**config.mk**
```make
export PLATFORM = sky130hd
export DESIGN_NAME = afu_csr_decode_flat
export DESIGN_NICKNAME = d
export VERILOG_FILES = /design/src/source/ofs_plat_pkg.sv /design/src/source/afu_cmd_if.sv /design/src/source/afu_csr_decode.sv /design/src/flat_wrapper.sv
export SDC_FILE = /design/constraint.sdc
export NUM_CORES = 1
export LEC_CHECK = 0
export ABC_AREA = 1
export BUFFER_PORTS_ARGS = -buffer_cell sky130_fd_sc_hd__buf_2
export CAP_MARGIN = 20
export CORE_ASPECT_RATIO = 0.8
export CORE_MARGIN = 10
export CORE_UTILIZATION = 51
export CTS_CLUSTER_SIZE = 10
export DETAILED_ROUTE_END_ITERATION = 8
export HOLD_SLACK_MARGIN = 0.03
export PLACE_DENSITY = 0.81
export SLEW_MARGIN = 20
export SYNTH_ARGS = -nofsm -noshare
export SYNTH_HDL_FRONTEND = slang
export SYNTH_SLANG_ARGS = --single-unit
```
**constraint.sdc**
```tcl
create_clock -name pClk -period 1.84 [get_ports pClk]
set_input_delay 0.092 -clock pClk [delete_from_list [all_inputs] [get_ports pClk]]
set_output_delay 0.092 -clock pClk [all_outputs]
set_load 0.02 [all_outputs]
```
**src/source/ofs_plat_pkg.sv**
```systemverilog
//------------------------------
// Platform shared definitions
// Widths, CSR offsets and AXI response codes used by the platform and AFU
//------------------------------

package ofs_plat_pkg;

    // Word address width of the local memory bank
    localparam int MEM_ADDR_WIDTH = 16;

    // AXI4-Lite register port
    typedef logic [7:0]  csr_addr_t;
    typedef logic [31:0] csr_data_t;
    typedef logic [1:0]  axi_resp_t;

    // Local memory bank
    typedef logic [MEM_ADDR_WIDTH-1:0] mem_addr_t;
    typedef logic [63:0]               mem_data_t;
    typedef logic [3:0]                burst_cnt_t;

    // Job length in words and the result of the read-back pass
    typedef logic [15:0] line_cnt_t;
    typedef logic [63:0] checksum_t;

    localparam axi_resp_t RESP_OKAY   = 2'b00;
    localparam axi_resp_t RESP_SLVERR = 2'b10;

    // CTRL writes start in bit 0 and reads back busy in bit 0, done in bit 1
    localparam csr_addr_t REG_CTRL    = 8'h00;
    localparam csr_addr_t REG_BASE    = 8'h04;
    localparam csr_addr_t REG_LENGTH  = 8'h08;
    localparam csr_addr_t REG_SEED    = 8'h0C;
    localparam csr_addr_t REG_SUM_LO  = 8'h10;
    localparam csr_addr_t REG_SUM_HI  = 8'h14;
    localparam csr_addr_t REG_WR_RESP = 8'h18;

    // Fill engine FSM
    typedef enum logic [2:0] {
        IDLE,
        WRITE,
        WAIT_RESP,
        READ,
        DONE
    } fill_state_t;

endpackage
```
**src/source/afu_cmd_if.sv**
```systemverilog
//------------------------------
// AFU command and status bus
// Joins the decode, execute and result stages
//------------------------------

interface afu_cmd_if;

    logic                     start;
    ofs_plat_pkg::mem_addr_t  base;
    ofs_plat_pkg::line_cnt_t  length;
    ofs_plat_pkg::csr_data_t  seed;
    logic                     busy;
    logic                     done;
    ofs_plat_pkg::checksum_t  checksum;
    ofs_plat_pkg::line_cnt_t  wr_resp_count;

    modport decode (
        output start, base, length, seed,
        input  busy, done, checksum, wr_resp_count
    );

    // The execute stage waits on wr_resp_count before reading back
    modport execute (
        input  start, base, length, seed, wr_resp_count,
        output busy
    );

    modport result (
        input  start, busy,
        output done, checksum, wr_resp_count
    );

endinterface

```
**src/source/afu_csr_decode.sv**
```systemverilog
//------------------------------
// AFU register decode
// AXI4-Lite slave with the job registers and the status read mux
//------------------------------

module afu_csr_decode
(
    input  logic                    pClk,
    input  logic                    rst_n,
    input  ofs_plat_pkg::csr_addr_t awaddr,
    input  logic                    awvalid,
    output logic                    awready,
    input  ofs_plat_pkg::csr_data_t wdata,
    input  logic                    wvalid,
    output logic                    wready,
    output ofs_plat_pkg::axi_resp_t bresp,
    output logic                    bvalid,
    input  logic                    bready,
    input  ofs_plat_pkg::csr_addr_t araddr,
    input  logic                    arvalid,
    output logic                    arready,
    output ofs_plat_pkg::csr_data_t rdata,
    output ofs_plat_pkg::axi_resp_t rresp,
    output logic                    rvalid,
    input  logic                    rready,
    afu_cmd_if.decode               cmd
);

    ofs_plat_pkg::csr_data_t base_q;
    ofs_plat_pkg::csr_data_t length_q;
    ofs_plat_pkg::csr_data_t seed_q;
    ofs_plat_pkg::csr_data_t rd_word;
    ofs_plat_pkg::axi_resp_t rd_resp;
    ofs_plat_pkg::axi_resp_t wr_resp;
    logic                    wr_fire;
    logic                    rd_fire;
    logic                    start_q;

    // Address and data are taken together, only with no response pending
    assign wr_fire = awvalid && wvalid && !bvalid;
    assign awready = wr_fire;
    assign wready  = wr_fire;
    assign rd_fire = arvalid && !rvalid;
    assign arready = !rvalid;

    assign cmd.start  = start_q;
    assign cmd.base   = ofs_plat_pkg::mem_addr_t'(base_q);
    assign cmd.length = ofs_plat_pkg::line_cnt_t'(length_q);
    assign cmd.seed   = seed_q;

    // Only the job registers accept writes
    always_comb
    begin
        case (awaddr)
            ofs_plat_pkg::REG_CTRL, ofs_plat_pkg::REG_BASE,
            ofs_plat_pkg::REG_LENGTH, ofs_plat_pkg::REG_SEED:
                wr_resp = ofs_plat_pkg::RESP_OKAY;
            default:
                wr_resp = ofs_plat_pkg::RESP_SLVERR;
        endcase
    end

    always_comb
    begin
        rd_word = '0;
        rd_resp = ofs_plat_pkg::RESP_OKAY;
        case (araddr)
            ofs_plat_pkg::REG_CTRL:    rd_word = {30'd0, cmd.done, cmd.busy};
            ofs_plat_pkg::REG_BASE:    rd_word = base_q;
            ofs_plat_pkg::REG_LENGTH:  rd_word = length_q;
            ofs_plat_pkg::REG_SEED:    rd_word = seed_q;
            ofs_plat_pkg::REG_SUM_LO:  rd_word = cmd.checksum[31:0];
            ofs_plat_pkg::REG_SUM_HI:  rd_word = cmd.checksum[63:32];
            ofs_plat_pkg::REG_WR_RESP: rd_word = ofs_plat_pkg::csr_data_t'(cmd.wr_resp_count);
            default:                   rd_resp = ofs_plat_pkg::RESP_SLVERR;
        endcase
    end

    always_ff @(posedge pClk or negedge rst_n)
    begin
        if (!rst_n)
        begin
            bvalid   <= 1'b0;
            rvalid   <= 1'b0;
            start_q  <= 1'b0;
            base_q   <= '0;
            length_q <= '0;
            seed_q   <= '0;
        end
        else
        begin
            start_q <= 1'b0;
            if (bvalid && bready)
            begin
                bvalid <= 1'b0;
            end
            if (rvalid && rready)
            begin
                rvalid <= 1'b0;
            end
            if (rd_fire)
            begin
                rvalid <= 1'b1;
            end
            if (wr_fire)
            begin
                bvalid <= 1'b1;
                case (awaddr)
                    // A start during a running job is dropped but still acknowledged
                    ofs_plat_pkg::REG_CTRL:   start_q  <= wdata[0] && !cmd.busy && !start_q;
                    ofs_plat_pkg::REG_BASE:   base_q   <= wdata;
                    ofs_plat_pkg::REG_LENGTH: length_q <= wdata;
                    ofs_plat_pkg::REG_SEED:   seed_q   <= wdata;
                    default:                  ;
                endcase
            end
        end
    end

    // Response payload, qualified by bvalid and rvalid
    always_ff @(posedge pClk)
    begin
        if (wr_fire)
        begin
            bresp <= wr_resp;
        end
        if (rd_fire)
        begin
            rdata <= rd_word;
            rresp <= rd_resp;
        end
    end

endmodule

```
**src/flat_wrapper.sv**
```systemverilog
// flat-port wrapper written by rule: the top's interface ports become plain ports
module afu_csr_decode_flat 
  (pClk, rst_n, awaddr, awvalid, awready, wdata, wvalid, wready, bresp, bvalid, bready, araddr, arvalid, arready, rdata, rresp, rvalid, rready, cmd_start, cmd_base, cmd_length, cmd_seed, cmd_busy, cmd_done, cmd_checksum, cmd_wr_resp_count);
  afu_cmd_if cmd_i ();
  input  logic pClk;
  input  logic rst_n;
  input  ofs_plat_pkg::csr_addr_t awaddr;
  input  logic awvalid;
  output logic awready;
  input  ofs_plat_pkg::csr_data_t wdata;
  input  logic wvalid;
  output logic wready;
  output ofs_plat_pkg::axi_resp_t bresp;
  output logic bvalid;
  input  logic bready;
  input  ofs_plat_pkg::csr_addr_t araddr;
  input  logic arvalid;
  output logic arready;
  output ofs_plat_pkg::csr_data_t rdata;
  output ofs_plat_pkg::axi_resp_t rresp;
  output logic rvalid;
  input  logic rready;
  output wire logic [$bits(cmd_i.start)-1:0] cmd_start;
  output wire logic [$bits(cmd_i.base)-1:0] cmd_base;
  output wire logic [$bits(cmd_i.length)-1:0] cmd_length;
  output wire logic [$bits(cmd_i.seed)-1:0] cmd_seed;
  input wire logic [$bits(cmd_i.busy)-1:0] cmd_busy;
  input wire logic [$bits(cmd_i.done)-1:0] cmd_done;
  input wire logic [$bits(cmd_i.checksum)-1:0] cmd_checksum;
  input wire logic [$bits(cmd_i.wr_resp_count)-1:0] cmd_wr_resp_count;
  assign cmd_start = cmd_i.start;
  assign cmd_base = cmd_i.base;
  assign cmd_length = cmd_i.length;
  assign cmd_seed = cmd_i.seed;
  assign cmd_i.busy = cmd_busy;
  assign cmd_i.done = cmd_done;
  assign cmd_i.checksum = cmd_checksum;
  assign cmd_i.wr_resp_count = cmd_wr_resp_count;
  afu_csr_decode u_core (.pClk(pClk), .rst_n(rst_n), .awaddr(awaddr), .awvalid(awvalid), .awready(awready), .wdata(wdata), .wvalid(wvalid), .wready(wready), .bresp(bresp), .bvalid(bvalid), .bready(bready), .araddr(araddr), .arvalid(arvalid), .arready(arready), .rdata(rdata), .rresp(rresp), .rvalid(rvalid), .rready(rready), .cmd(cmd_i));
endmodule
```
Yosys cells after proc, flatten, opt, wreduce, memory -nomap -nowiden. Index checks and enable logic that the tools add are counted.

Logic and storage cells: 47. Bits in registers: 135.

Eq/ne operators: 9. Reduce and logical (&&, ||, !) cells: 20. Muxes and demuxes: 9.

Operator list (count): $pmux W32 S7 (1); $eq A8 B4 Y1 const B (4); $eq A8 B5 Y1 const B (3); $eq A8 B3 Y1 const B (2); $logic_not A8 Y1 (2); $logic_and A1 B1 Y1 (7); $reduce_or A7 Y1 (1); $mux W1 (6); $reduce_and A2 Y1 (3); $logic_not A1 Y1 (4); $mux W2 (2); $reduce_bool A2 Y1 (2); $reduce_or A4 Y1 (1).

Logic depth before layout (Yosys ltp).
Word-level depth: 5. Mapped depth: 8. Mapped depth without buffers: 7.

Least setup slack after synthesis. OpenSTA, ideal clock, no wires.

Path kind: reg2reg. Start point: register u_core.rvalid. End point: register u_core.rdata[0], enable pin. Required time: 1452 ps. Arrival: 1393 ps. Cell stages (with the launch flop): 4. Library setup time: 388 ps. Path slack: 59 ps. Clock period less this slack: 1781 ps. Path buffers: 0. Path through: dfrtp_1 -> inv_1 -> nand2_1 -> inv_1.

Longest elaborated chain between the ends: 2.

RTL lines: start: declaration (line afu_csr_decode.sv:24) `output logic rvalid,`; start signal: assignment (line afu_csr_decode.sv:84) `rvalid <= 1'b0;`; start signal: assignment (line afu_csr_decode.sv:99) `rvalid <= 1'b0;`; start signal: assignment (line afu_csr_decode.sv:103) `rvalid <= 1'b1;`; $logic_not A1 Y1; via arready (line flat_wrapper.sv:18) `output logic arready;`; $logic_and A1 B1 Y1 (line afu_csr_decode.sv:43) `assign rd_fire = arvalid && !rvalid;`; via u_core.rd_fire (line afu_csr_decode.sv:36) `logic rd_fire;`; end signal: assignment (line afu_csr_decode.sv:129) `rdata <= rd_word;`; end: declaration (line afu_csr_decode.sv:22) `output ofs_plat_pkg::csr_data_t rdata,`.

The timed path passes the listed nets, and every way through them passes these cells. A chain may end at the register's enable or synchronous reset.

Worst setup path after layout.
Start point: register u_core.bvalid. End point: output awready.

Longest elaborated chain between the ends: 2.

RTL lines: start: declaration (line afu_csr_decode.sv:17) `output logic bvalid,`; start signal: assignment (line afu_csr_decode.sv:83) `bvalid <= 1'b0;`; start signal: assignment (line afu_csr_decode.sv:95) `bvalid <= 1'b0;`; start signal: assignment (line afu_csr_decode.sv:107) `bvalid <= 1'b1;`; $logic_not A1 Y1 (line afu_csr_decode.sv:40) `assign wr_fire = awvalid && wvalid && !bvalid;`; $logic_and A1 B1 Y1 (line afu_csr_decode.sv:40); end: declaration (line flat_wrapper.sv:9) `output logic awready;`.

Every way passes these cells.

==> run summary <==
Die Span Y: 126.5 um
CTS Sinks: 133
Post-CTS Setup Inserts: 0
Fin crit share: 95.82%
Setup TNS: 0 ns
Most frequent cells in the layout: nand2_1 (375), buf_2 (239), nand3_1 (207)
FFs w/ async S/R, synth: 74.44%
Setup crit start: u_core.bvalid
Status: completed
Die Wd: 153.1 um
Overall routed net length: 25.36 mm
Ports: 243
NumNets Final: 1337
Synthesized area: 7229 um^2
Reg2reg start: u_core.bvalid
Starting Density: 52.61%
Worst vdd rail ir drop: 0.6977 mV
Worst path arrival time: 1.67 ns
Clock buffer depth: 2
Setup CP Type: flop to output port
Initial antenna violation count: 2
# fillers: 1171
Hold Path Class: input pin to flop
Die area: 19370 um^2
RSZ-0062 raised after global routing: no
Seq cells post-synth: 133
WL/cell: 18.18 um
Global-route wire length before repair: 39.71 mm
Clock Latency Late Sink: 0.42 ns
Max cap viols: 0
Grt ovf: 0
Vias in the first global route: 7310
Crit. End Element: output port
WP data required: 1.75 ns
Area of the multi-input gates: 2909 um^2
Synth cell types: 21
DR vias/cell: 5.328
Max H-tree Level: 4
EDFF count, synth: 34
Skew final: 0.008583 ns
TritonRoute pass-1 iters: 5
Register area share after synthesis: 48.39%
Final Setup Violations: 0
Largest net degree at the start of global routing: 50
Leak: 5.460 nW
Most common cell after layout, fill and taps aside: nand2_1
Power per cell area: 754.8 nW/um^2
Share of layout cells above drive strength 1: 26.22%
Initial DRC Count: 790
Num rows: 38
FF/Latch Area: 3498 um^2
Main synth FF type: dfrtp_1
Clock Tree Root: clkbuf_16
Slew HR: 50.83%
DP Worst Slack: 0.2265 ns
Final Hold Fails: 0
Yosys warns: 0
Antenna violation net count after detailed routing: 0
Total core area: 13740 um^2
CP max FO: 25
PortBufs: 240
Post-DP HPWL: 17.78 mm
CP startpoint kind: flop
Area grow syn2layout: 29.87%
Hold path start: cmd_wr_resp_count[4]
Pins Over Slew Limit: 0
GR Util All Layers: 25.31%
CTS Buf Count: 17
CTS tree: built
Synth Instances: 951
Actual slew at the worst max-slew pin: 0.7349 ns
DRC Markers: 0
Clock slew at reported path FFs: 0.05 ns
Tmin final: 1.763 ns
Vias post-DR: 7432
Gpl congestion: 0.9841
Setup WS post-layout: 0.07685 ns
Max Freq: 567.2 MHz
Synth Area per Inst: 7.602 um^2
## through the flow
step                area [um^2]  utilization [%]  total power [W]  instances  hold WS [ns]
floorplan                  7233                -         0.003552        952       -0.2036
global placement           8366            60.88         0.003931       1314       0.05362
global route               9389            68.33         0.007336       1395       0.05949
detailed placement         8366            60.88         0.003940       1314       0.06113
finish                     9389            68.33         0.007087       1395       0.04565
CTS                        9383            68.28         0.007128       1393       0.03427
## flip-flops by register name, indices dropped and copies added, names as in the netlist, 32 cells and up
| signal | cells |
|---|---|
| u_core.rdata | 32 |
| u_core.length_q | 32 |
| u_core.base_q | 32 |
| u_core.cmd.seed | 32 |
## report_power, final
part / leakage [nW] / switching [W] / internal, W
clock network: 0.271 / 0.00117 / 0.00194
registers: 1.70 / 0.0000537 / 0.00314
logic: 3.49 / 0.000487 / 0.000301
total: 5.46 / 0.00171 / 0.00538
## synth_stat cells, types with 3 or more instances
master / number / area share, %
buf_2: 32 / 2.2
buf_4: 38 / 3.9
buf_6: 12 / 1.9
clkbuf_1: 5 / 0.26
dfrtp_1: 99 / 34
edfxtp_1: 34 / 14
inv_1: 58 / 3.0
inv_2: 5 / 0.26
nand2_1: 375 / 19
nand2_4: 3 / 0.47
nand3_1: 207 / 14
nor2_1: 62 / 3.2
nor2_2: 7 / 0.61
nor2_4: 5 / 0.78
## cell families after synthesis
| logic type | count (synthesis) | share of synthesized area (%) |
|---|---|---|
| compound gates | 2 | 0.1385 |
| other cells | 1 | 0.05187 |
| buf+inv | 150 | 11.56 |
| flops | 133 | 48.39 |
| simple gates | 665 | 39.86 |
## metal layers
metal  global-route usage [%]  wire [um]  vias to the layer above
met2                    39.71      11960                      482
met1                    32.20       9813                     3409
met4                    9.239        587                        0
met5                        0          0                        -
li1                         -          -                     3491
met3                    8.105       3004                       50
## final cells by class
cell class / instances / share of cell area [%]
Sequential cell: 133 / 37.26
Multi-Input combinational cell: 669 / 30.98
Inverter: 63 / 2.532
Clock buffer: 29 / 5.664
Timing Repair Buffer: 316 / 20.95
Antenna cell: 2 / 0.05330
Tap cell: 180 / 2.399
Clock inverter: 3 / 0.1599
## worst max-delay path, cell delays in order (launching register included)
cell and delay [ns]:
dfrtp_1 0.39, inv_1 0.11, nand3_4 0.12, clkinv_2 0.21, buf_12 0.23, buf_2 0.20
## timing repair
item	CTS	global route
resized for setup	0	1
setup endpoints to repair	0	2
hold buffers	47	0
hold endpoints to repair	179	0
## worst paths after layout
kind / end / slack (ns) / cells past startpoint
max: awready / 0.08 / 5
min: u_core.rdata[4] / 0.05 / 5
min reg2reg: u_core.base_q[18] / 0.47 / 2
max in group asynchronous: u_core.length_q[20] / 1.04 / 3
max reg2reg: u_core.length_q[4] / 0.28 / 6
min in group asynchronous: u_core.length_q[5] / 0.16 / 2
Power figures use the tool's default switching activity.
