File: config.mk
export PLATFORM = sky130hd
export DESIGN_NAME = afu_fill_engine_flat
export DESIGN_NICKNAME = d
export VERILOG_FILES = /design/src/source/ofs_plat_pkg.sv /design/src/source/afu_cmd_if.sv /design/src/source/local_mem_if.sv /design/src/source/afu_fill_engine.sv /design/src/flat_wrapper.sv
export SDC_FILE = /design/constraint.sdc
export NUM_CORES = 1
export LEC_CHECK = 0
export ABC_AREA = 1
export BUFFER_PORTS_ARGS = -buffer_cell sky130_fd_sc_hd__buf_4
export CAP_MARGIN = 20
export CORE_MARGIN = 2
export CORE_UTILIZATION = 35
export DETAILED_ROUTE_END_ITERATION = 10
export SYNTH_ARGS = -nofsm -noshare
export SYNTH_HDL_FRONTEND = slang
export SYNTH_SLANG_ARGS = --single-unit
File: constraint.sdc
create_clock -name pClk -period 6 [get_ports pClk]
set_input_delay 0.6 -clock pClk [delete_from_list [all_inputs] [get_ports pClk]]
set_output_delay 0.6 -clock pClk [all_outputs]
set_load 0.05 [all_outputs]
File: src/source/ofs_plat_pkg.sv
//------------------------------
// Platform shared definitions
// Widths, CSR offsets and AXI response codes used by the platform and AFU
//------------------------------

package ofs_plat_pkg;

    // Word address width of the local memory bank
    localparam int MEM_ADDR_WIDTH = 16;

    // AXI4-Lite register port
    typedef logic [7:0]  csr_addr_t;
    typedef logic [31:0] csr_data_t;
    typedef logic [1:0]  axi_resp_t;

    // Local memory bank
    typedef logic [MEM_ADDR_WIDTH-1:0] mem_addr_t;
    typedef logic [63:0]               mem_data_t;
    typedef logic [3:0]                burst_cnt_t;

    // Job length in words and the result of the read-back pass
    typedef logic [15:0] line_cnt_t;
    typedef logic [63:0] checksum_t;

    localparam axi_resp_t RESP_OKAY   = 2'b00;
    localparam axi_resp_t RESP_SLVERR = 2'b10;

    // CTRL writes start in bit 0 and reads back busy in bit 0, done in bit 1
    localparam csr_addr_t REG_CTRL    = 8'h00;
    localparam csr_addr_t REG_BASE    = 8'h04;
    localparam csr_addr_t REG_LENGTH  = 8'h08;
    localparam csr_addr_t REG_SEED    = 8'h0C;
    localparam csr_addr_t REG_SUM_LO  = 8'h10;
    localparam csr_addr_t REG_SUM_HI  = 8'h14;
    localparam csr_addr_t REG_WR_RESP = 8'h18;

    // Fill engine FSM
    typedef enum logic [2:0] {
        IDLE,
        WRITE,
        WAIT_RESP,
        READ,
        DONE
    } fill_state_t;

endpackage
File: src/source/afu_cmd_if.sv
//------------------------------
// AFU command and status bus
// Joins the decode, execute and result stages
//------------------------------

interface afu_cmd_if;

    logic                     start;
    ofs_plat_pkg::mem_addr_t  base;
    ofs_plat_pkg::line_cnt_t  length;
    ofs_plat_pkg::csr_data_t  seed;
    logic                     busy;
    logic                     done;
    ofs_plat_pkg::checksum_t  checksum;
    ofs_plat_pkg::line_cnt_t  wr_resp_count;

    modport decode (
        output start, base, length, seed,
        input  busy, done, checksum, wr_resp_count
    );

    // The execute stage waits on wr_resp_count before reading back
    modport execute (
        input  start, base, length, seed, wr_resp_count,
        output busy
    );

    modport result (
        input  start, busy,
        output done, checksum, wr_resp_count
    );

endinterface

File: src/source/local_mem_if.sv
//------------------------------
// Local memory bank interface
// Avalon-MM style bus between the AFU and the bank model
//------------------------------

interface local_mem_if;

    ofs_plat_pkg::mem_addr_t  address;
    logic                     read;
    logic                     write;
    ofs_plat_pkg::burst_cnt_t burstcount;
    ofs_plat_pkg::mem_data_t  writedata;
    logic                     waitrequest;
    ofs_plat_pkg::mem_data_t  readdata;
    logic                     readdatavalid;
    logic                     writeresponsevalid;

    // AFU side, issues the bursts
    modport master (
        output address, read, write, burstcount, writedata,
        input  waitrequest, readdatavalid
    );

    // Bank model side
    modport slave (
        input  address, read, write, burstcount, writedata,
        output waitrequest, readdata, readdatavalid
    );

    // Watches write beats and reports completed write bursts
    modport resp_gen (
        input  write, waitrequest, burstcount,
        output writeresponsevalid
    );

    // Passive view of the returned data and write responses
    modport monitor (
        input readdata, readdatavalid, writeresponsevalid
    );

endinterface

File: src/source/afu_fill_engine.sv
//------------------------------
// AFU fill engine
// Writes seed + i in bursts, waits for the write responses, then reads back
//------------------------------

module afu_fill_engine
#(
    parameter int BURST_LEN = 4
)
(
    input  logic        pClk,
    input  logic        rst_n,
    afu_cmd_if.execute  cmd,
    local_mem_if.master mem
);

    ofs_plat_pkg::fill_state_t state;
    ofs_plat_pkg::mem_addr_t   base_q;
    ofs_plat_pkg::line_cnt_t   len_q;
    ofs_plat_pkg::csr_data_t   seed_q;
    ofs_plat_pkg::line_cnt_t   nbursts;
    ofs_plat_pkg::line_cnt_t   idx;
    ofs_plat_pkg::line_cnt_t   idx_next;
    ofs_plat_pkg::line_cnt_t   burst_idx;
    ofs_plat_pkg::line_cnt_t   burst_end;
    ofs_plat_pkg::line_cnt_t   left;
    ofs_plat_pkg::line_cnt_t   rd_left;
    ofs_plat_pkg::burst_cnt_t  bc;
    logic                      accepted;
    logic                      launch;

    assign launch = (state == ofs_plat_pkg::IDLE) && cmd.start;

    // The last burst of a job carries whatever is left
    assign left = len_q - burst_idx;
    assign bc   = (left > ofs_plat_pkg::line_cnt_t'(BURST_LEN)) ?
                  ofs_plat_pkg::burst_cnt_t'(BURST_LEN) : ofs_plat_pkg::burst_cnt_t'(left);
    assign burst_end = burst_idx + ofs_plat_pkg::line_cnt_t'(bc);
    assign idx_next  = idx + 1'b1;
    assign accepted  = (mem.read || mem.write) && !mem.waitrequest;

    // The burst start address is held for all beats of a write burst
    assign mem.write      = (state == ofs_plat_pkg::WRITE);
    assign mem.read       = (state == ofs_plat_pkg::READ);
    assign mem.address    = base_q + ofs_plat_pkg::mem_addr_t'(burst_idx);
    assign mem.burstcount = bc;
    assign mem.writedata  = ofs_plat_pkg::mem_data_t'(seed_q) + ofs_plat_pkg::mem_data_t'(idx);
    assign cmd.busy       = (state != ofs_plat_pkg::IDLE);

    always_ff @(posedge pClk)
    begin
        if (launch)
        begin
            base_q  <= cmd.base;
            len_q   <= cmd.length;
            seed_q  <= cmd.seed;
            nbursts <= ofs_plat_pkg::line_cnt_t'((32'(cmd.length) + BURST_LEN - 1) / BURST_LEN);
        end
    end

    always_ff @(posedge pClk or negedge rst_n)
    begin
        if (!rst_n)
        begin
            state     <= ofs_plat_pkg::IDLE;
            idx       <= '0;
            burst_idx <= '0;
            rd_left   <= '0;
        end
        else
        begin
            // Read beats still owed to the job, several may be in flight
            if (mem.readdatavalid && rd_left != '0)
            begin
                rd_left <= rd_left - 1'b1;
            end
            case (state)
                ofs_plat_pkg::IDLE:
                    if (cmd.start)
                    begin
                        idx       <= '0;
                        burst_idx <= '0;
                        rd_left   <= cmd.length;
                        state     <= (cmd.length == '0) ? ofs_plat_pkg::DONE : ofs_plat_pkg::WRITE;
                    end
                ofs_plat_pkg::WRITE:
                    if (accepted)
                    begin
                        idx <= idx_next;
                        if (idx_next == burst_end)
                        begin
                            burst_idx <= burst_end;
                            if (burst_end == len_q)
                            begin
                                state <= ofs_plat_pkg::WAIT_RESP;
                            end
                        end
                    end
                // The whole range must be committed before it is read back
                ofs_plat_pkg::WAIT_RESP:
                    if (cmd.wr_resp_count == nbursts)
                    begin
                        burst_idx <= '0;
                        state     <= ofs_plat_pkg::READ;
                    end
                // One request per burst, with no wait for its data
                ofs_plat_pkg::READ:
                    if (accepted)
                    begin
                        burst_idx <= burst_end;
                        if (burst_end == len_q)
                        begin
                            state <= ofs_plat_pkg::DONE;
                        end
                    end
                ofs_plat_pkg::DONE:
                    if (rd_left == '0)
                    begin
                        state <= ofs_plat_pkg::IDLE;
                    end
                default:
                    state <= ofs_plat_pkg::IDLE;
            endcase
        end
    end

endmodule

File: src/flat_wrapper.sv
// flat-port wrapper written by rule: the top's interface ports become plain ports
module afu_fill_engine_flat 
#(
    parameter int BURST_LEN = 4
)
  (pClk, rst_n, cmd_start, cmd_base, cmd_length, cmd_seed, cmd_wr_resp_count, cmd_busy, mem_address, mem_read, mem_write, mem_burstcount, mem_writedata, mem_waitrequest, mem_readdatavalid);
  afu_cmd_if cmd_i ();
  local_mem_if mem_i ();
  input  logic pClk;
  input  logic rst_n;
  input wire logic [$bits(cmd_i.start)-1:0] cmd_start;
  input wire logic [$bits(cmd_i.base)-1:0] cmd_base;
  input wire logic [$bits(cmd_i.length)-1:0] cmd_length;
  input wire logic [$bits(cmd_i.seed)-1:0] cmd_seed;
  input wire logic [$bits(cmd_i.wr_resp_count)-1:0] cmd_wr_resp_count;
  output wire logic [$bits(cmd_i.busy)-1:0] cmd_busy;
  output wire logic [$bits(mem_i.address)-1:0] mem_address;
  output wire logic [$bits(mem_i.read)-1:0] mem_read;
  output wire logic [$bits(mem_i.write)-1:0] mem_write;
  output wire logic [$bits(mem_i.burstcount)-1:0] mem_burstcount;
  output wire logic [$bits(mem_i.writedata)-1:0] mem_writedata;
  input wire logic [$bits(mem_i.waitrequest)-1:0] mem_waitrequest;
  input wire logic [$bits(mem_i.readdatavalid)-1:0] mem_readdatavalid;
  assign cmd_i.start = cmd_start;
  assign cmd_i.base = cmd_base;
  assign cmd_i.length = cmd_length;
  assign cmd_i.seed = cmd_seed;
  assign cmd_i.wr_resp_count = cmd_wr_resp_count;
  assign cmd_busy = cmd_i.busy;
  assign mem_address = mem_i.address;
  assign mem_read = mem_i.read;
  assign mem_write = mem_i.write;
  assign mem_burstcount = mem_i.burstcount;
  assign mem_writedata = mem_i.writedata;
  assign mem_i.waitrequest = mem_waitrequest;
  assign mem_i.readdatavalid = mem_readdatavalid;
  afu_fill_engine #(.BURST_LEN(BURST_LEN)) u_core (.pClk(pClk), .rst_n(rst_n), .cmd(cmd_i), .mem(mem_i));
endmodule
# Yosys cells after proc, flatten, opt, wreduce, memory -nomap -nowiden
# Index checks and enable logic that the tools add are counted.
dict set report totals {
  input_bits 85
  latch_bits 0
  reg_bits 131
  ram_bits 0
  word_cells 69
  memories 0
  mem_bits_ro 0
}
dict set report classes {
  eq_ne 15
  n_shift 0
  order_cmp 1
  n_mux 22
  n_bitwise 0
  n_mul 0
  reduce_logical 15
  n_div 0
  add_sub_neg 8
}
# cell count
set op_table {}
lappend op_table {{$mux 16} 9}
lappend op_table {{$pmux 16 s4} 1}
lappend op_table {{$eq 16x16->1} 3}
lappend op_table {{$add 32x16->33} 1}
lappend op_table {{$logic_not 16->1} 2}
lappend op_table {{$pmux 16 s2} 1}
lappend op_table {{$mux 3} 9}
lappend op_table {{$sub 18x1->18 const B} 1}
lappend op_table {{$add 16x3->17 const B} 1}
lappend op_table {{$add 16x1->16 const B} 1}
lappend op_table {{$add 16x16->16} 1}
lappend op_table {{$add 16x4->16} 1}
lappend op_table {{$gt 16x3->1 const B} 1}
lappend op_table {{$reduce_bool 16->1} 1}
lappend op_table {{$sub 16x1->16 const B} 1}
lappend op_table {{$sub 16x16->16} 1}
lappend op_table {{$pmux 3 s5} 1}
lappend op_table {{$ne 2x2->1 const B} 6}
lappend op_table {{$reduce_and 8->1} 1}
lappend op_table {{$eq 3x2->1 const B} 2}
lappend op_table {{$reduce_and 6->1} 1}
lappend op_table {{$mux 4} 1}
lappend op_table {{$ne 2x1->1 const B} 2}
lappend op_table {{$reduce_bool 4->1} 1}
lappend op_table {{9 further kinds} 11}

# Longest topological paths before layout
dict set report logic_depth {
  depth_word 9
  depth_mapped 37
  mapped_depth_nobuf 35
}

# Worst setup path before layout
# OpenSTA, ideal clock, no wires.
dict set report synth_timing {
  path_kind {register to register}
  startpoint {reg u_core.burst_idx[4]}
  endpoint {reg u_core.burst_idx[14]}
  arrival_time_ns 4.669
  required_time_ns 5.882
  setup_slack_ns 1.213
  path_stages_with_launch 30
  cell_sequence {dfrtp_1 inv_1 ha_1 a21oi_1 a21boi_0 o21ai_0 xor2_1 nor2_1 nand4_1 inv_1 nand4_1 nor2_1 ha_1 fa_1 nand2_1 nand2_1 nand2_1 o21ai_1 nand2_1 nand2_1 nand2_1 inv_1 nand2_1 nor2_1 nand3_1 nand2_2 nand3_4 buf_6 nand2_1 o21ai_2}
}
dict set report synth_between {
  elab_chain_cells 7
}
# item line_no
set synth_lines {}
lappend synth_lines {{start: declaration} afu_fill_engine.sv:24} ;# ofs_plat_pkg::line_cnt_t burst_idx;
lappend synth_lines {{start signal: assignment} afu_fill_engine.sv:92} ;# burst_idx <= burst_end;
lappend synth_lines {{start signal: assignment} afu_fill_engine.sv:110} ;# burst_idx <= burst_end;
lappend synth_lines {{$sub 16x16->16 *} afu_fill_engine.sv:35} ;# assign left = len_q - burst_idx;
lappend synth_lines {{$gt 16x3->1 *} afu_fill_engine.sv:36} ;# assign bc = (left > ofs_plat_pkg::line_cnt_t'(BURST_LEN)) ?
lappend synth_lines {{$mux 4 *} afu_fill_engine.sv:36}
lappend synth_lines {{net mem_burstcount[0]} flat_wrapper.sv:20} ;# output wire logic [$bits(mem_i.burstcount)-1:0] mem_burstcount;
lappend synth_lines {{$add 16x4->16 *} afu_fill_engine.sv:38} ;# assign burst_end = burst_idx + ofs_plat_pkg::line_cnt_t'(bc);
lappend synth_lines {{$eq 16x16->1 / $mux 16 (equally long branches)} afu_fill_engine.sv:90} ;# if (idx_next == burst_end)
lappend synth_lines {{$ne 2x2->1 (no line) / $mux 16 (equally long branches)} --}
lappend synth_lines {{$reduce_and 6->1 (no line) / $pmux 16 s4 (equally long branches)} --}
# Mark *: on every way through the listed nets, which the timed path passes. The rest lies on a longest branch. The select of a mux whose other input is x is not followed.
# A chain may end at the register's enable or synchronous reset.

# Final worst setup path
dict set report layout_timing {
  startpoint {reg u_core.burst_idx[4]}
  endpoint {reg u_core.burst_idx[0]}
}
dict set report layout_between {
  elab_chain_cells 7
}
# item line_no
set layout_lines {}
lappend layout_lines {{$sub 16x16->16} afu_fill_engine.sv:35}
lappend layout_lines {{$gt 16x3->1} afu_fill_engine.sv:36}
lappend layout_lines {{$mux 4} afu_fill_engine.sv:36}
lappend layout_lines {{$add 16x4->16 *} afu_fill_engine.sv:38}
lappend layout_lines {{$eq 16x16->1 / $mux 16 (equally long branches)} afu_fill_engine.sv:90}
lappend layout_lines {{$ne 2x2->1 (no line) / $mux 16 (equally long branches)} --}
lappend layout_lines {{$reduce_and 6->1 (no line) / $pmux 16 s4 (equally long branches)} --}
# Mark *: on every way between the ends. The rest lies on a longest branch, timed or not. The select of a mux whose other input is x is not followed.

==> summary.md <==
| Metric | Value |
|---|---|
| Yosys reg bits | `131` |
| Post-DR wirelength/cell | `14.98 µm` |
| Latest clock arrival within the worst-skew pair | `0.43 ns` |
| Nets@finish | `1655` |
| Drt initial violations | `510` |
| CTS resizes | `0` |
| Die X-Extent | `175.2 µm` |
| RSZ-0062 raised after global routing | `no` |
| Via density | `4.966` |
| Leak | `5.713 nW` |
| CP Capture Type | `register` |
| Drc violations | `0` |
| Global-route usage over all layers | `18.93%` |
| Tmin final | `5.279 ns` |
| Critical Path Start Type | `register` |
| Yosys warnings | `0` |
| Crit-path max cell delay | `0.50 ns` |
| Fin. max-slew vios | `0` |
| Fillers | `2926` |
| IO Port Bufs | `139` |
| Area of the multi-input gates | `5619 µm²` |
| Crit Path Class | `reg -> reg` |
| Die H | `approximately 180 µm` |
| Via count | `~9.5k` |
| CTS tree | `done` |
| Final Cell Area | `12110 µm²` |
| CP Capture Point | `u_core.burst_idx[0]$_DFFE_PN0P_` |
| Post-Synthesis Cell Area | `10260 µm²` |
| CTS clk-pin slew, worst paths | `0.07 ns` |
| FF/Latch Area | `between 3000 and 4000 µm²` |
| Final setup TNS | `0 ns` |
| Commonest non-fill, non-tap cell in the layout | `nand2_1` |
| Die area | `30700 µm²` |
| Relative slew slack | `34.16%` |
| Cts bufs inserted | `17` |
| DP Area | `11610 µm²` |
| Power Density | `a little under 400 nW/µm²` |
| Initial antenna violation count | `0` |
| # setup viols final | `0` |
| CP arrival | `around 5.6 ns` |
| Avg Inst Size Synth | `7.522 µm²` |
| Hold Crit Class | `in -> async` |
| Worst reg2reg path startpoint | `u_core.burst_idx[4]$_DFFE_PN0P_` |
| Crit path from | `u_core.burst_idx[4]$_DFFE_PN0P_` |
| CP required | `6.30 ns` |
| Wire length of the first global-routing pass | `45970 µm` |
| Worst Tran Pin Value | `0.9866 ns` |
| Number of global-route vias before repair | `9138` |
| Drt total wl | `around 29000 µm` |
| Post-CTS setup buffer count | `0` |
| Row count | `62` |
| R2R Setup Slk | `between 0.7 and 0.8 ns` |
| NetSw | `2.256 mW` |
| Clock Path Buffers | `2` |
| Critical Path Fanout Max | `32` |
| CTS Hold Bufs | `0` |
| Hold WS | `0.2424 ns` |
| Highest routed layer | `met4` |
| Sw frac | `47.88%` |
| Crit path top cell by count | `nand2_1` |
| Sequential fraction of the synthesis area | `35.85%` |
| Clock sinks | `131` |
| Core area | `about 29000 µm²` |
| M1 wire length | `12730 µm` |
| Pre-antenna DRT Iters | `7` |
| Layout area overhead | `18.01%` |
| Htree depth | `4` |
| Worst r2r dst | `u_core.burst_idx[0]$_DFFE_PN0P_` |
| GR Overflow Total | `0` |
| R2R cell count | `29` |
| Most frequent cells in the layout | `340 x nand2_1, 203 x inv_1, 141 x buf_4` |
| CP max stage cell | `dfrtp_1` |
| Post-DRT Antenna Nets | `0` |
| Diodes inserted | `0` |
| RD Place Congestion | `between 0.9 and 1` |
| Io pins | `between 150 and 200` |
| Int Pwr | `2.456 mW` |
| Initial Util | `between 30% and 40%` |
| Max-cap violations | `0` |
| DR WL met2 | `about 14000 µm` |
| WL met3 | `~1500 µm` |
| Tcrit/Tclk final | `87.99%` |
| Root Buffer | `clkbuf_16` |
| VDD IR-drop max | `234.4 µV` |
| Flop pwr share | `30.1%` |
| Netlist cell types | `46` |
| Worst Clk Skew | `0.01284 ns` |
| Mapped Cells | `1364` |
| Comb power frac | `between 50% and 60%` |
| Status | `finished, final reports clean` |
| Clock Power Share | `19.9%` |
| Max frequency | `189.4 MHz` |
| Hold Violations, Final | `0` |
| Layout cell share with drive strength beyond 1 | `between 10 and 15%` |
| Pin count of the biggest net entering global routing | `52` |
| Post-DP HPWL | `22410 µm` |
[power by group through the flow]
stage,registers (mW),logic [mW],clock network [mW]
final,1.42,2.36,0.936
after global routing,1.45,2.60,0.993
after CTS,1.42,2.37,0.955
after detailed placement,1.43,2.36,0
after global placement,1.43,2.34,0
after floorplan,1.38,1.82,0
[cell usage after synthesis (all sizes together)]
cell type,number,area [µm²]
nand3,130,698.2
o22ai,16,100.1
or2,7,43.79
clkinv,1,3.750
a22oi,1,7.510
mux2i,1,10.01
o2111ai,1,8.760
xnor2,31,271.5
nor2,110,442.9
edfxtp,80,2402
o211ai,5,37.54
a21o,3,22.52
a211oi,2,15.01
dfrtp,51,1276
fa,4,80.08
a21oi,48,244.0
nand3b,11,82.58
clkbuf,8,30.03
o21ai,70,380.4
conb,1,3.750
o31ai,3,22.52
a21boi,4,37.53
inv,204,765.7
nor3,22,110.1
xor2,62,543.0
nand4,29,181.4
and3,1,6.260
nor4,12,75.07
o221ai,1,8.760
buf,37,290.3
a31oi,4,25.02
nand2,347,1320
ha,55,688.2
nor3b,2,25.02
[how the worst min path moves through the flow]
stage / cells past startpoint / slack, ns / endpoint / startpoint
after floorplan: 0 / 0.30 / u_core.burst_idx[0]$_DFFE_PN0P_ / rst_n
after global placement: 2 / 0.53 / u_core.state[0]$_DFFE_PN0P_ / u_core.state[0]$_DFFE_PN0P_
after detailed placement: 2 / 0.53 / u_core.state[1]$_DFFE_PN0P_ / u_core.state[1]$_DFFE_PN0P_
after CTS: 1 / 0.26 / u_core.rd_left[8]$_DFF_PN0_ / rst_n
after global routing: 1 / 0.30 / u_core.rd_left[4]$_DFF_PN0_ / rst_n
final: 1 / 0.24 / u_core.rd_left[8]$_DFF_PN0_ / rst_n
[flip-flops by register name, indices dropped and copies added (netlist names)]
register	flops
u_core.base_q	16
u_core.burst_idx	16
u_core.idx	16
u_core.len_q	16
u_core.nbursts	16
u_core.rd_left	16
u_core.seed_q	32
u_core.state	3
[worst max-delay path, delay by kind of cell, from the launching register on]
family,cells,cell delay (ns)
simple gates,19,2.41
compound gates,5,1.06
fa+ha+maj,3,0.95
buf+inv,2,0.21
flops,1,0.50
[through the flow]
step                      worst slack, ns  utilization (%)  instances  power [mW]
after floorplan                     1.213                -       1396       3.196
after global placement             0.9774            40.33       1876       3.776
after detailed placement           0.8370            40.33       1876       3.796
after CTS                          0.7852            42.07       1907       4.747
after global routing               0.1494            42.07       1907       5.043
final                              0.7206            42.07       1907       4.713
[final cells by class]
cell class / instances / share of cell area (%)
repair buffers: 141 / 8.742
clock inverters: 11 / 0.5374
multi-input cells: 1015 / 46.41
clock buffers: 20 / 3.606
well taps: 384 / 3.968
flip-flops and latches: 131 / 30.38
inverters: 205 / 6.355
[routing by layer]
layer	track usage, %	vias up
li1	-	4744
met4	7.014	0
met1	24.35	4412
met2	31.97	265
met3	3.046	49
met5	0	-
[cell families (layout without fill, tap and decap cells)]
logic type | Yosys count | count (layout) | share of synthesized area [%]
compound gates | 158 | 158 | 8.866
simple gates | 671 | 671 | 29.10
flops | 131 | 131 | 35.85
xor+xnor | 93 | 93 | 7.939
mux | 1 | 1 | 0.09756
other cells | 1 | 33 | 0.03655
fa+ha+maj | 59 | 59 | 7.488
buf+inv | 250 | 377 | 10.62
Note: power is estimated with default switching activity, not from simulation.
