**config.mk**
```make
export PLATFORM = sky130hd
export DESIGN_NAME = afu_result_collect_flat
export DESIGN_NICKNAME = d
export VERILOG_FILES = /design/src/source/ofs_plat_pkg.sv /design/src/source/afu_cmd_if.sv /design/src/source/local_mem_if.sv /design/src/source/afu_result_collect.sv /design/src/flat_wrapper.sv
export SDC_FILE = /design/constraint.sdc
export NUM_CORES = 1
export LEC_CHECK = 0
export BUFFER_PORTS_ARGS = -buffer_cell sky130_fd_sc_hd__buf_2
export CORE_AREA = 2 2 132 134
export DETAILED_ROUTE_END_ITERATION = 8
export DIE_AREA = 0 0 134 136
export GPL_ROUTABILITY_DRIVEN = 0
export PLACE_DENSITY = 0.69
export SLEW_MARGIN = 20
export SYNTH_ARGS = -nofsm -noshare
export SYNTH_HDL_FRONTEND = slang
export SYNTH_SLANG_ARGS = --single-unit
```
**constraint.sdc**
```tcl
create_clock -name pClk -period 3.2 [get_ports pClk]
set_input_delay 0.64 -clock pClk [delete_from_list [all_inputs] [get_ports pClk]]
set_output_delay 0.64 -clock pClk [all_outputs]
set_load 0.1 [all_outputs]
```
**src/source/ofs_plat_pkg.sv**
```systemverilog
//------------------------------
// Platform shared definitions
// Widths, CSR offsets and AXI response codes used by the platform and AFU
//------------------------------

package ofs_plat_pkg;

    // Word address width of the local memory bank
    localparam int MEM_ADDR_WIDTH = 16;

    // AXI4-Lite register port
    typedef logic [7:0]  csr_addr_t;
    typedef logic [31:0] csr_data_t;
    typedef logic [1:0]  axi_resp_t;

    // Local memory bank
    typedef logic [MEM_ADDR_WIDTH-1:0] mem_addr_t;
    typedef logic [63:0]               mem_data_t;
    typedef logic [3:0]                burst_cnt_t;

    // Job length in words and the result of the read-back pass
    typedef logic [15:0] line_cnt_t;
    typedef logic [63:0] checksum_t;

    localparam axi_resp_t RESP_OKAY   = 2'b00;
    localparam axi_resp_t RESP_SLVERR = 2'b10;

    // CTRL writes start in bit 0 and reads back busy in bit 0, done in bit 1
    localparam csr_addr_t REG_CTRL    = 8'h00;
    localparam csr_addr_t REG_BASE    = 8'h04;
    localparam csr_addr_t REG_LENGTH  = 8'h08;
    localparam csr_addr_t REG_SEED    = 8'h0C;
    localparam csr_addr_t REG_SUM_LO  = 8'h10;
    localparam csr_addr_t REG_SUM_HI  = 8'h14;
    localparam csr_addr_t REG_WR_RESP = 8'h18;

    // Fill engine FSM
    typedef enum logic [2:0] {
        IDLE,
        WRITE,
        WAIT_RESP,
        READ,
        DONE
    } fill_state_t;

endpackage
```
**src/source/afu_cmd_if.sv**
```systemverilog
//------------------------------
// AFU command and status bus
// Joins the decode, execute and result stages
//------------------------------

interface afu_cmd_if;

    logic                     start;
    ofs_plat_pkg::mem_addr_t  base;
    ofs_plat_pkg::line_cnt_t  length;
    ofs_plat_pkg::csr_data_t  seed;
    logic                     busy;
    logic                     done;
    ofs_plat_pkg::checksum_t  checksum;
    ofs_plat_pkg::line_cnt_t  wr_resp_count;

    modport decode (
        output start, base, length, seed,
        input  busy, done, checksum, wr_resp_count
    );

    // The execute stage waits on wr_resp_count before reading back
    modport execute (
        input  start, base, length, seed, wr_resp_count,
        output busy
    );

    modport result (
        input  start, busy,
        output done, checksum, wr_resp_count
    );

endinterface

```
**src/source/local_mem_if.sv**
```systemverilog
//------------------------------
// Local memory bank interface
// Avalon-MM style bus between the AFU and the bank model
//------------------------------

interface local_mem_if;

    ofs_plat_pkg::mem_addr_t  address;
    logic                     read;
    logic                     write;
    ofs_plat_pkg::burst_cnt_t burstcount;
    ofs_plat_pkg::mem_data_t  writedata;
    logic                     waitrequest;
    ofs_plat_pkg::mem_data_t  readdata;
    logic                     readdatavalid;
    logic                     writeresponsevalid;

    // AFU side, issues the bursts
    modport master (
        output address, read, write, burstcount, writedata,
        input  waitrequest, readdatavalid
    );

    // Bank model side
    modport slave (
        input  address, read, write, burstcount, writedata,
        output waitrequest, readdata, readdatavalid
    );

    // Watches write beats and reports completed write bursts
    modport resp_gen (
        input  write, waitrequest, burstcount,
        output writeresponsevalid
    );

    // Passive view of the returned data and write responses
    modport monitor (
        input readdata, readdatavalid, writeresponsevalid
    );

endinterface

```
**src/source/afu_result_collect.sv**
```systemverilog
//------------------------------
// AFU result stage
// Checksums the read-back data and counts write responses
//------------------------------

module afu_result_collect
(
    input  logic         pClk,
    input  logic         rst_n,
    afu_cmd_if.result    cmd,
    local_mem_if.monitor mem
);

    logic busy_q;

    always_ff @(posedge pClk or negedge rst_n)
    begin
        if (!rst_n)
        begin
            busy_q            <= 1'b0;
            cmd.done          <= 1'b0;
            cmd.checksum      <= '0;
            cmd.wr_resp_count <= '0;
        end
        else
        begin
            busy_q <= cmd.busy;
            if (cmd.start)
            begin
                // A new job wipes the previous results
                cmd.done          <= 1'b0;
                cmd.checksum      <= '0;
                cmd.wr_resp_count <= '0;
            end
            else
            begin
                // Wrapping 64-bit sum, carries reach the upper word
                if (mem.readdatavalid)
                begin
                    cmd.checksum <= cmd.checksum + mem.readdata;
                end
                if (mem.writeresponsevalid)
                begin
                    cmd.wr_resp_count <= cmd.wr_resp_count + 1'b1;
                end
                // The engine drops busy only after the last read beat
                if (busy_q && !cmd.busy)
                begin
                    cmd.done <= 1'b1;
                end
            end
        end
    end

endmodule

```
**src/flat_wrapper.sv**
```systemverilog
// flat-port wrapper written by rule: the top's interface ports become plain ports
module afu_result_collect_flat 
  (pClk, rst_n, cmd_start, cmd_busy, cmd_done, cmd_checksum, cmd_wr_resp_count, mem_readdata, mem_readdatavalid, mem_writeresponsevalid);
  afu_cmd_if cmd_i ();
  local_mem_if mem_i ();
  input  logic pClk;
  input  logic rst_n;
  input wire logic [$bits(cmd_i.start)-1:0] cmd_start;
  input wire logic [$bits(cmd_i.busy)-1:0] cmd_busy;
  output wire logic [$bits(cmd_i.done)-1:0] cmd_done;
  output wire logic [$bits(cmd_i.checksum)-1:0] cmd_checksum;
  output wire logic [$bits(cmd_i.wr_resp_count)-1:0] cmd_wr_resp_count;
  input wire logic [$bits(mem_i.readdata)-1:0] mem_readdata;
  input wire logic [$bits(mem_i.readdatavalid)-1:0] mem_readdatavalid;
  input wire logic [$bits(mem_i.writeresponsevalid)-1:0] mem_writeresponsevalid;
  assign cmd_i.start = cmd_start;
  assign cmd_i.busy = cmd_busy;
  assign cmd_done = cmd_i.done;
  assign cmd_checksum = cmd_i.checksum;
  assign cmd_wr_resp_count = cmd_i.wr_resp_count;
  assign mem_i.readdata = mem_readdata;
  assign mem_i.readdatavalid = mem_readdatavalid;
  assign mem_i.writeresponsevalid = mem_writeresponsevalid;
  afu_result_collect u_core (.pClk(pClk), .rst_n(rst_n), .cmd(cmd_i), .mem(mem_i));
endmodule
```
After elaboration in Yosys (flattened, before gate mapping)
Cells that the tools add are included.
{"block": "totals", "register_bits": 82, "inputBits": 70, "out_inout_bits": 81, "elab_cells": 17}
{"block": "op_classes", "addsub": 2, "mux": 6, "n_reduce_logical": 5}
{"cell": "64-bit two-way mux", "count": 2}
{"cell": "64-bit adder", "count": 1}
{"cell": "16-bit two-way mux", "count": 2}
{"cell": "16-bit by 1-bit adder with 16-bit output (second input constant)", "count": 1}
{"cell": "2-bit nonzero test", "count": 3}
{"cell": "1-bit two-way mux", "count": 2}
{"cell": "1-bit logical AND", "count": 1}
{"cell": "1-bit zero test", "count": 1}

Depth between registers and ports, before layout
Gate-level depths: netlist of the first run.
{"block": "logic_depth", "word_depth": 4, "depth_mapped": 12}

Worst setup path after synthesis of the first run
No wires, ideal clock.
{"block": "synth_timing", "path_type": "reg-to-reg", "start": "register u_core.cmd.checksum[0]", "end": "register u_core.cmd.checksum[62]", "arrival_time_ns": 3.657, "setup_slack_ns": -0.585, "path_stages_with_launch": 13, "path_buffers": 0, "synth_period_minus_slack_ns": 3.785, "path_cell_list": "dfrtp_1 ha_1 inv_1 fa_1 nor2b_1 o211ai_1 a21o_1 o41ai_2 a31o_2 o21ai_1 o41ai_1 mux2i_1 nand3_1"}
{"block": "synth_via", "elab_chain_cells": 3}
{"element": "start: declaration", "line_no": "afu_cmd_if.sv:30", "rtl": "output done, checksum, wr_resp_count"}
{"element": "start signal: assignment", "line_no": "afu_result_collect.sv:40", "rtl": "cmd.checksum <= cmd.checksum + mem.readdata;"}
{"element": "64-bit adder", "line_no": "afu_result_collect.sv:40"}
{"element": "64-bit two-way mux", "line_no": "afu_result_collect.sv:38", "rtl": "if (mem.readdatavalid)"}
{"element": "64-bit two-way mux", "line_no": "afu_result_collect.sv:28", "rtl": "if (cmd.start)"}
No other way between the ends. The select of a mux whose other input is x is not followed.
A chain may end at the register's enable or synchronous reset.

Final worst setup path of the first run
{"block": "layout_timing", "start": "register u_core.cmd.checksum[22]", "end": "register u_core.cmd.checksum[63]"}
Same word-level chain as after synthesis.

==> impl_metrics.ini, run 1 <==
[status]
run_status = complete, no violations

[synth]
dominantRegCellSynth = sky130_fd_sc_hd__dfrtp_1
synth_area_um2 = 7430
yosys_register_bits = 82
syn_area_per_cell_um2 = 8.23
post_synth_inst_count = 903
syn-num-nets = 1038
synth_unique_cells = 75
netlist_top_cells_area = sky130_fd_sc_hd__dfrtp_1 28%, sky130_fd_sc_hd__ha_1 11%, sky130_fd_sc_hd__a21oi_1 5.8%, sky130_fd_sc_hd__mux2i_1 5.0%, sky130_fd_sc_hd__nor2_1 4.7%
synth_area_leader_cell = sky130_fd_sc_hd__dfrtp_1
post_synth_edffs = 0
netlist.area_leader.share_pct = 27.6
synthArstFlopShare_pct = 100
synth-warning-count = 0
synth_sequential_area_ratio_pct = 27.6

[layout]
n_fill_cell = 1552
mostFrequentLayoutCells = 149 x sky130_fd_sc_hd__buf_2, 116 x sky130_fd_sc_hd__buf_4, 93 x sky130_fd_sc_hd__nor2_1
area_delta_synth_final_pct = 30.6
diodes = 0
layout_commonest_cell = sky130_fd_sc_hd__buf_2
post_route_cells_drive_above_1_share_pct = 32.3
final_cells = 1358
utilization_pct = 57.5
num-nets-final = 1263
design_area_um2 = 9700

[route]
dr_total_vias = 7780
wire_length_reported_by_the_detailed_router_um = 22700
drt_pass1_iterations = 5
wl_per_cell_um = 16.7
drt.antenna.violating_nets = 0
avgViaCountPerCell = 5.73
first_iter_violations = 561
drc_errors = 0

[timing]
finalHoldWorstSlack_ps = 377
fmaxAchievable_mhz = 325
timing.max_slew.rel_slack_pct = 44.5
final.setup.tns_ps = 0
finalHoldViolCount = 0
tightest_slew_ps = 832
timing.final.crit_share_pct = 96.2
min_period_ps = 3080
unrepaired_setup_endpoints_after_global_routing = false
finalMaxSlewViolations = 0
clock-skew-final_ps = 13.8
timing.final.setup_violations = 0
finalWorstSetupSlack_ps = 121

[worst_setup_path]
setup.worst_path.start_class = flip-flop
r2r.worst_path.cells = 11
worstPathArrival_ps = 3320
path_max_fanout = 7
worst-endpoint-required_ps = 3440
cpMaxStageDelayCell = sky130_fd_sc_hd__dfrtp_4
setup.worst_path.end_class = flip-flop
reg2reg_setup_slack_ps = 120
crit_path_class = reg -> reg
worstReg2RegStart = u_core.cmd.checksum[22]
regToRegEndpoint = u_core.cmd.checksum[63]
timing.critical_path.slowest_cell_delay_ps = 510
critical_path.cell_chain = ha_4 > buf_4 > a21oi_1 > o21ai_0 > a22oi_1 > o22ai_1 > a21oi_2 > a31oi_4 > a41oi_2 > mux2i_1 > mux2_2

[clocking]
h_tree_depth = 3
cts-buffers-inserted = 9
cts_tree = built
cts-root-to-sink-buffers = 2
clkLatencyLatePin_ps = 360
cts_sinks = 82
clock-root-buffer = sky130_fd_sc_hd__clkbuf_16
clk_pin_slew_ps = 70

[power_and_ir_drop]
powerDensity_nw_per_um2 = 660
total_power_mw = 6.41
leakage_nw = 4.83
vdd_drop_max_mv = 0.404

[global_routing]
grt_pass1_wl_um = 36700
grt_pass1_vias = 7473
grt_remaining_overflow = 0
antenna_violations_before_repair = 0
pin_count_of_the_biggest_net_entering_global_routing = 60
groute.usage.overall_pct = 25.1

[floorplan]
initial_core_util_pct = 44.0
placeableCoreArea_um2 = 16900
die_height_um = 136
horizontal_die_dimension_um = 134
die_area_um2 = 18200
pin_count = 151
row_count = 48

[place]
placement.setup.worst_slack_ps = -335
buffer_ports.inserted = 150
place.detailed.hpwl_um = 17600
dp.cells = 1340
postPlaceCellArea_um2 = 9250

[run]
max_cap_violations = 0

[min_path]
worstHoldPathType = in -> async
## synthesized netlist by cell type (3+ instances only)
| library cell | number |
|---|---|
| sky130_fd_sc_hd__o21bai_1 | 20 |
| sky130_fd_sc_hd__mux2_2 | 3 |
| sky130_fd_sc_hd__nor2b_1 | 8 |
| sky130_fd_sc_hd__a211o_1 | 8 |
| sky130_fd_sc_hd__dfrtp_1 | 82 |
| sky130_fd_sc_hd__o2111ai_1 | 3 |
| sky130_fd_sc_hd__xor2_1 | 34 |
| sky130_fd_sc_hd__o21ai_0 | 43 |
| sky130_fd_sc_hd__nand3_1 | 24 |
| sky130_fd_sc_hd__and2_1 | 3 |
| sky130_fd_sc_hd__mux2i_1 | 37 |
| sky130_fd_sc_hd__a21oi_1 | 86 |
| sky130_fd_sc_hd__nand4_1 | 30 |
| sky130_fd_sc_hd__nand3b_1 | 4 |
| sky130_fd_sc_hd__buf_2 | 9 |
| sky130_fd_sc_hd__nor3_1 | 17 |
| sky130_fd_sc_hd__o311ai_0 | 3 |
| sky130_fd_sc_hd__a211oi_1 | 9 |
| sky130_fd_sc_hd__buf_1 | 3 |
| sky130_fd_sc_hd__buf_4 | 5 |
| sky130_fd_sc_hd__inv_1 | 26 |
| sky130_fd_sc_hd__clkbuf_1 | 28 |
| sky130_fd_sc_hd__nand2_1 | 86 |
| sky130_fd_sc_hd__o221ai_1 | 3 |
| sky130_fd_sc_hd__o21a_1 | 6 |
| sky130_fd_sc_hd__xnor2_1 | 19 |
| sky130_fd_sc_hd__o211ai_1 | 11 |
| sky130_fd_sc_hd__or3_1 | 4 |
| sky130_fd_sc_hd__or4_1 | 4 |
| sky130_fd_sc_hd__a31oi_1 | 10 |
| sky130_fd_sc_hd__and3_1 | 8 |
| sky130_fd_sc_hd__o31ai_1 | 5 |
| sky130_fd_sc_hd__ha_1 | 64 |
| sky130_fd_sc_hd__a21o_1 | 38 |
| sky130_fd_sc_hd__nand2b_1 | 8 |
| sky130_fd_sc_hd__nor2_1 | 94 |
| sky130_fd_sc_hd__a21boi_0 | 6 |
## what timing repair did
action,in CTS,in global routing
setup buffers,1,1
hold buffers,0,0
endpoints found under the setup margin,3,18
pin swaps,1,6
gates resized for setup,5,14
gates cloned,0,0
## power breakdown
group	internal [mW]	leakage [nW]	switching, mW	total, mW
Clock	0.647	0.158	0.499	1.15
Sequential	1.22	1.04	0.158	1.38
Combinational	1.27	3.63	2.61	3.88
Total	3.14	4.83	3.27	6.41
## flip-flops by register name (all words and copies together), names as in the netlist
register	flops
u_core.busy_q	1
u_core.cmd.done	1
u_core.cmd.checksum	64
u_core.cmd.wr_resp_count	16
## per-layer routing
layer  vias up  GRT usage [%]  wire length (um)
met5         -              0                 0
met4         0           7.92               386
met3        27           4.21              1520
met2       285           43.6             11000
met1      3709           31.9              9810
li1       3759              -                 -
## cell type report
class / instances / area, um2 / area share, %
tap: 225 / 282 / 2.90
multi-input combinational: 743 / 5240 / 54.0
clock inverter: 6 / 78.8 / 0.812
sequential: 82 / 2130 / 21.9
inverter: 26 / 97.6 / 1.01
clock buffer: 10 / 239 / 2.46
timing repair buffer: 266 / 1640 / 16.9
## critical path, delay by kind of cell, from the launching register on
kind	cells	cell delay (ps)
flip-flops	1	510
buffers and inverters	1	160
multiplexers	2	570
AO/OA/AOI/OAI	7	1460
adder cells (fa/ha/maj)	1	260
## how the worst max path moves through the flow
stage	slack, ps	from	depth (start not counted)	to
6_report	120	u_core.cmd.checksum[22]	11	u_core.cmd.checksum[63]
5_1_grt	4	u_core.cmd.checksum[0]	13	u_core.cmd.checksum[54]
4_1_cts	20	u_core.cmd.checksum[18]	10	u_core.cmd.checksum[56]
3_5_place_dp	-340	mem_readdata[18]	12	u_core.cmd.checksum[63]
3_3_place_gp	-240	mem_readdata[18]	12	u_core.cmd.checksum[63]
2_1_floorplan	3	u_core.cmd.checksum[9]	10	u_core.cmd.checksum[56]
## cells by family (layout without fill, tap and decap cells)
group	Yosys count	after routing	synth area share [%]
adder cells (fa/ha/maj)	65	65	11.0
buffers and inverters	78	308	4.78
AO/OA/AOI/OAI	280	280	25.0
flip-flops	82	82	27.6
AND/OR/NAND/NOR	305	305	19.8
XOR/XNOR	53	53	6.25
multiplexers	40	40	5.44
Note: power is estimated with default switching activity, not from simulation.
==> run 2, diff against run 1 <==
Settings changed: PLACE_DENSITY 0.69 to 0.67.
Clock period 3.2 ns to 4 ns, I/O delays scaled along.
==> run 2 against run 1 <==
Against the previous run: hold slack improved by 110 ps; count of clock-buffer cells in the layout up 1; design area fell by 10%; critical endpoint is now u_core.cmd.checksum[46]; largest cell class unchanged.
==> impl_metrics.ini, run 2 (synthesized netlist as in run 1, its figures left out) <==
[power_and_ir_drop]
total_power_mw = 4.69
vdd_drop_max_mv = 0.328
leakage_nw = 4.43
powerDensity_nw_per_um2 = 537

[timing]
final.setup.tns_ps = 0
fmaxAchievable_mhz = 276
min_period_ps = 3620
timing.final.crit_share_pct = 90.5
tightest_slew_ps = 950
timing.final.setup_violations = 0
unrepaired_setup_endpoints_after_global_routing = false
finalHoldViolCount = 0
timing.max_slew.rel_slack_pct = 36.6
finalMaxSlewViolations = 0
clock-skew-final_ps = 13.4

[route]
wl_per_cell_um = 16.7
wire_length_reported_by_the_detailed_router_um = 21300
drt_pass1_iterations = 7
drc_errors = 0
avgViaCountPerCell = 5.72
dr_total_vias = 7277
first_iter_violations = 403
drt.antenna.violating_nets = 0

[worst_setup_path]
setup.worst_path.end_class = flip-flop
critical_path_source = mem_readdata[0]
r2r.worst_path.cells = 12
reg2reg_setup_slack_ps = 540
regToRegEndpoint = u_core.cmd.checksum[46]
worst_setup_path_endpoint = u_core.cmd.checksum[46]
worstPathArrival_ps = 3850
setup.worst_path.start_class = input pin
path_max_fanout = 7
worstReg2RegStart = u_core.cmd.checksum[0]
crit_path_class = in -> reg
worst-endpoint-required_ps = 4230

[layout]
seqCellArea_um2 = 2050
area_delta_synth_final_pct = 17.5
utilization_pct = 51.7
multiInputGateArea_um2 = 5020
max_flop_register = u_core.cmd.checksum
post_route_cells_drive_above_1_share_pct = 20.7
num-nets-final = 1176
layout_commonest_cell = sky130_fd_sc_hd__buf_2
layout_top_registers = u_core.cmd.checksum (64), u_core.cmd.wr_resp_count (16)
n_fill_cell = 1654
mostFrequentLayoutCells = 149 x sky130_fd_sc_hd__buf_2, 93 x sky130_fd_sc_hd__nor2_1, 86 x sky130_fd_sc_hd__nand2_1, 86 x sky130_fd_sc_hd__a21oi_1, 82 x sky130_fd_sc_hd__dfrtp_1
largest_register_ffs = 64

[place]
place.detailed.hpwl_um = 16300
buffer_ports.inserted = 150

[clocking]
clkLatencyLatePin_ps = 350
clk_pin_slew_ps = 70
post-cts-setup-buffers = 0
cts_sinks = 82
cts-buffers-inserted = 9
clock-root-buffer = sky130_fd_sc_hd__clkbuf_16
resized_after_cts = 0
h_tree_depth = 3
cts_hold_buffers = 0
cts_tree = built
cts-root-to-sink-buffers = 2

[floorplan]
die_area_um2 = 18200
pin_count = 151
placeableCoreArea_um2 = 16900
die_height_um = 136
row_count = 48
horizontal_die_dimension_um = 134
initial_core_util_pct = 44.0

[global_routing]
pin_count_of_the_biggest_net_entering_global_routing = 75
grt_pass1_wl_um = 34800
groute.usage.overall_pct = 23.6
grt_remaining_overflow = 0
antenna_violations_before_repair = 3
grt_pass1_vias = 6973

[run]
max_cap_violations = 0

[min_path]
worstHoldPathType = in -> async

[status]
run_status = complete, no violations
[run 2: cell types whose count changed in the layout (fill, tap and decap cells not counted), sizes merged]
| cell | previous run | this run |
|---|---|---|
| buf | 266 | 179 |
| diode | 0 | 2 |
| bufinv | 1 | 0 |
| clkbuf | 10 | 11 |
| clkinvlp | 0 | 1 |
| inv | 31 | 30 |
[run 2: worst max-delay path, cell delays in order]
cell	delay, ps
sky130_fd_sc_hd__buf_2	80
sky130_fd_sc_hd__ha_1	180
sky130_fd_sc_hd__inv_1	60
sky130_fd_sc_hd__fa_1	390
sky130_fd_sc_hd__nor2b_1	170
sky130_fd_sc_hd__o211ai_1	140
sky130_fd_sc_hd__a21o_1	240
sky130_fd_sc_hd__o41ai_2	390
sky130_fd_sc_hd__a31o_2	280
sky130_fd_sc_hd__o21ai_1	280
sky130_fd_sc_hd__o41ai_1	430
sky130_fd_sc_hd__mux2i_1	140
sky130_fd_sc_hd__a211o_1	270
[run 2: power by group]
group	leakage (nW)	switching (mW)	total, mW	internal, mW
Sequential	1.10	0.115	1.07	0.954
Clock	0.144	0.380	0.845	0.465
Combinational	3.19	1.99	2.77	0.780
[run 2: cell type report]
type / count / share of cell area (%)
Clock inverter: 5 / 0.487
Sequential cell: 82 / 23.5
Inverter: 26 / 1.12
Tap cell: 225 / 3.22
Clock buffer: 11 / 2.89
Timing Repair Buffer: 179 / 11.2
Multi-Input combinational cell: 743 / 57.6
Antenna cell: 2 / 0.0573
[run 2: routing by layer]
metal | part of all wire (%) | track usage, % | wire length [um] | vias to the layer above
met3 | 6.4 | 4.29 | 1360 | 34
met4 | 2.1 | 7.62 | 442 | 2
met5 | 0.033 | 0 | 7 | -
met1 | 45 | 31.2 | 9660 | 3431
li1 | - | - | - | 3586
met2 | 46 | 39.1 | 9800 | 224
[run 2: per-stage QoR]
stage | instance area [um2] | hold WS [ps] | worst slack (ps) | cells
finish | 8730 | 483 | 381 | 1273
global route | 8730 | 531 | 217 | 1273
CTS | 8720 | 504 | 435 | 1271
detailed placement | 8430 | 489 | 72.8 | 1255
global placement | 8430 | 462 | 139 | 1255
floorplan | 7430 | 458 | 215 | 903
[run 2: how the worst min path moves through the flow]
stage                   from                      end
2_1_floorplan  u_core.busy_q          u_core.cmd.done
3_3_place_gp   u_core.busy_q          u_core.cmd.done
3_5_place_dp   u_core.busy_q          u_core.cmd.done
4_1_cts        u_core.busy_q          u_core.cmd.done
5_1_grt        u_core.busy_q          u_core.cmd.done
6_report               rst_n  u_core.cmd.checksum[17]
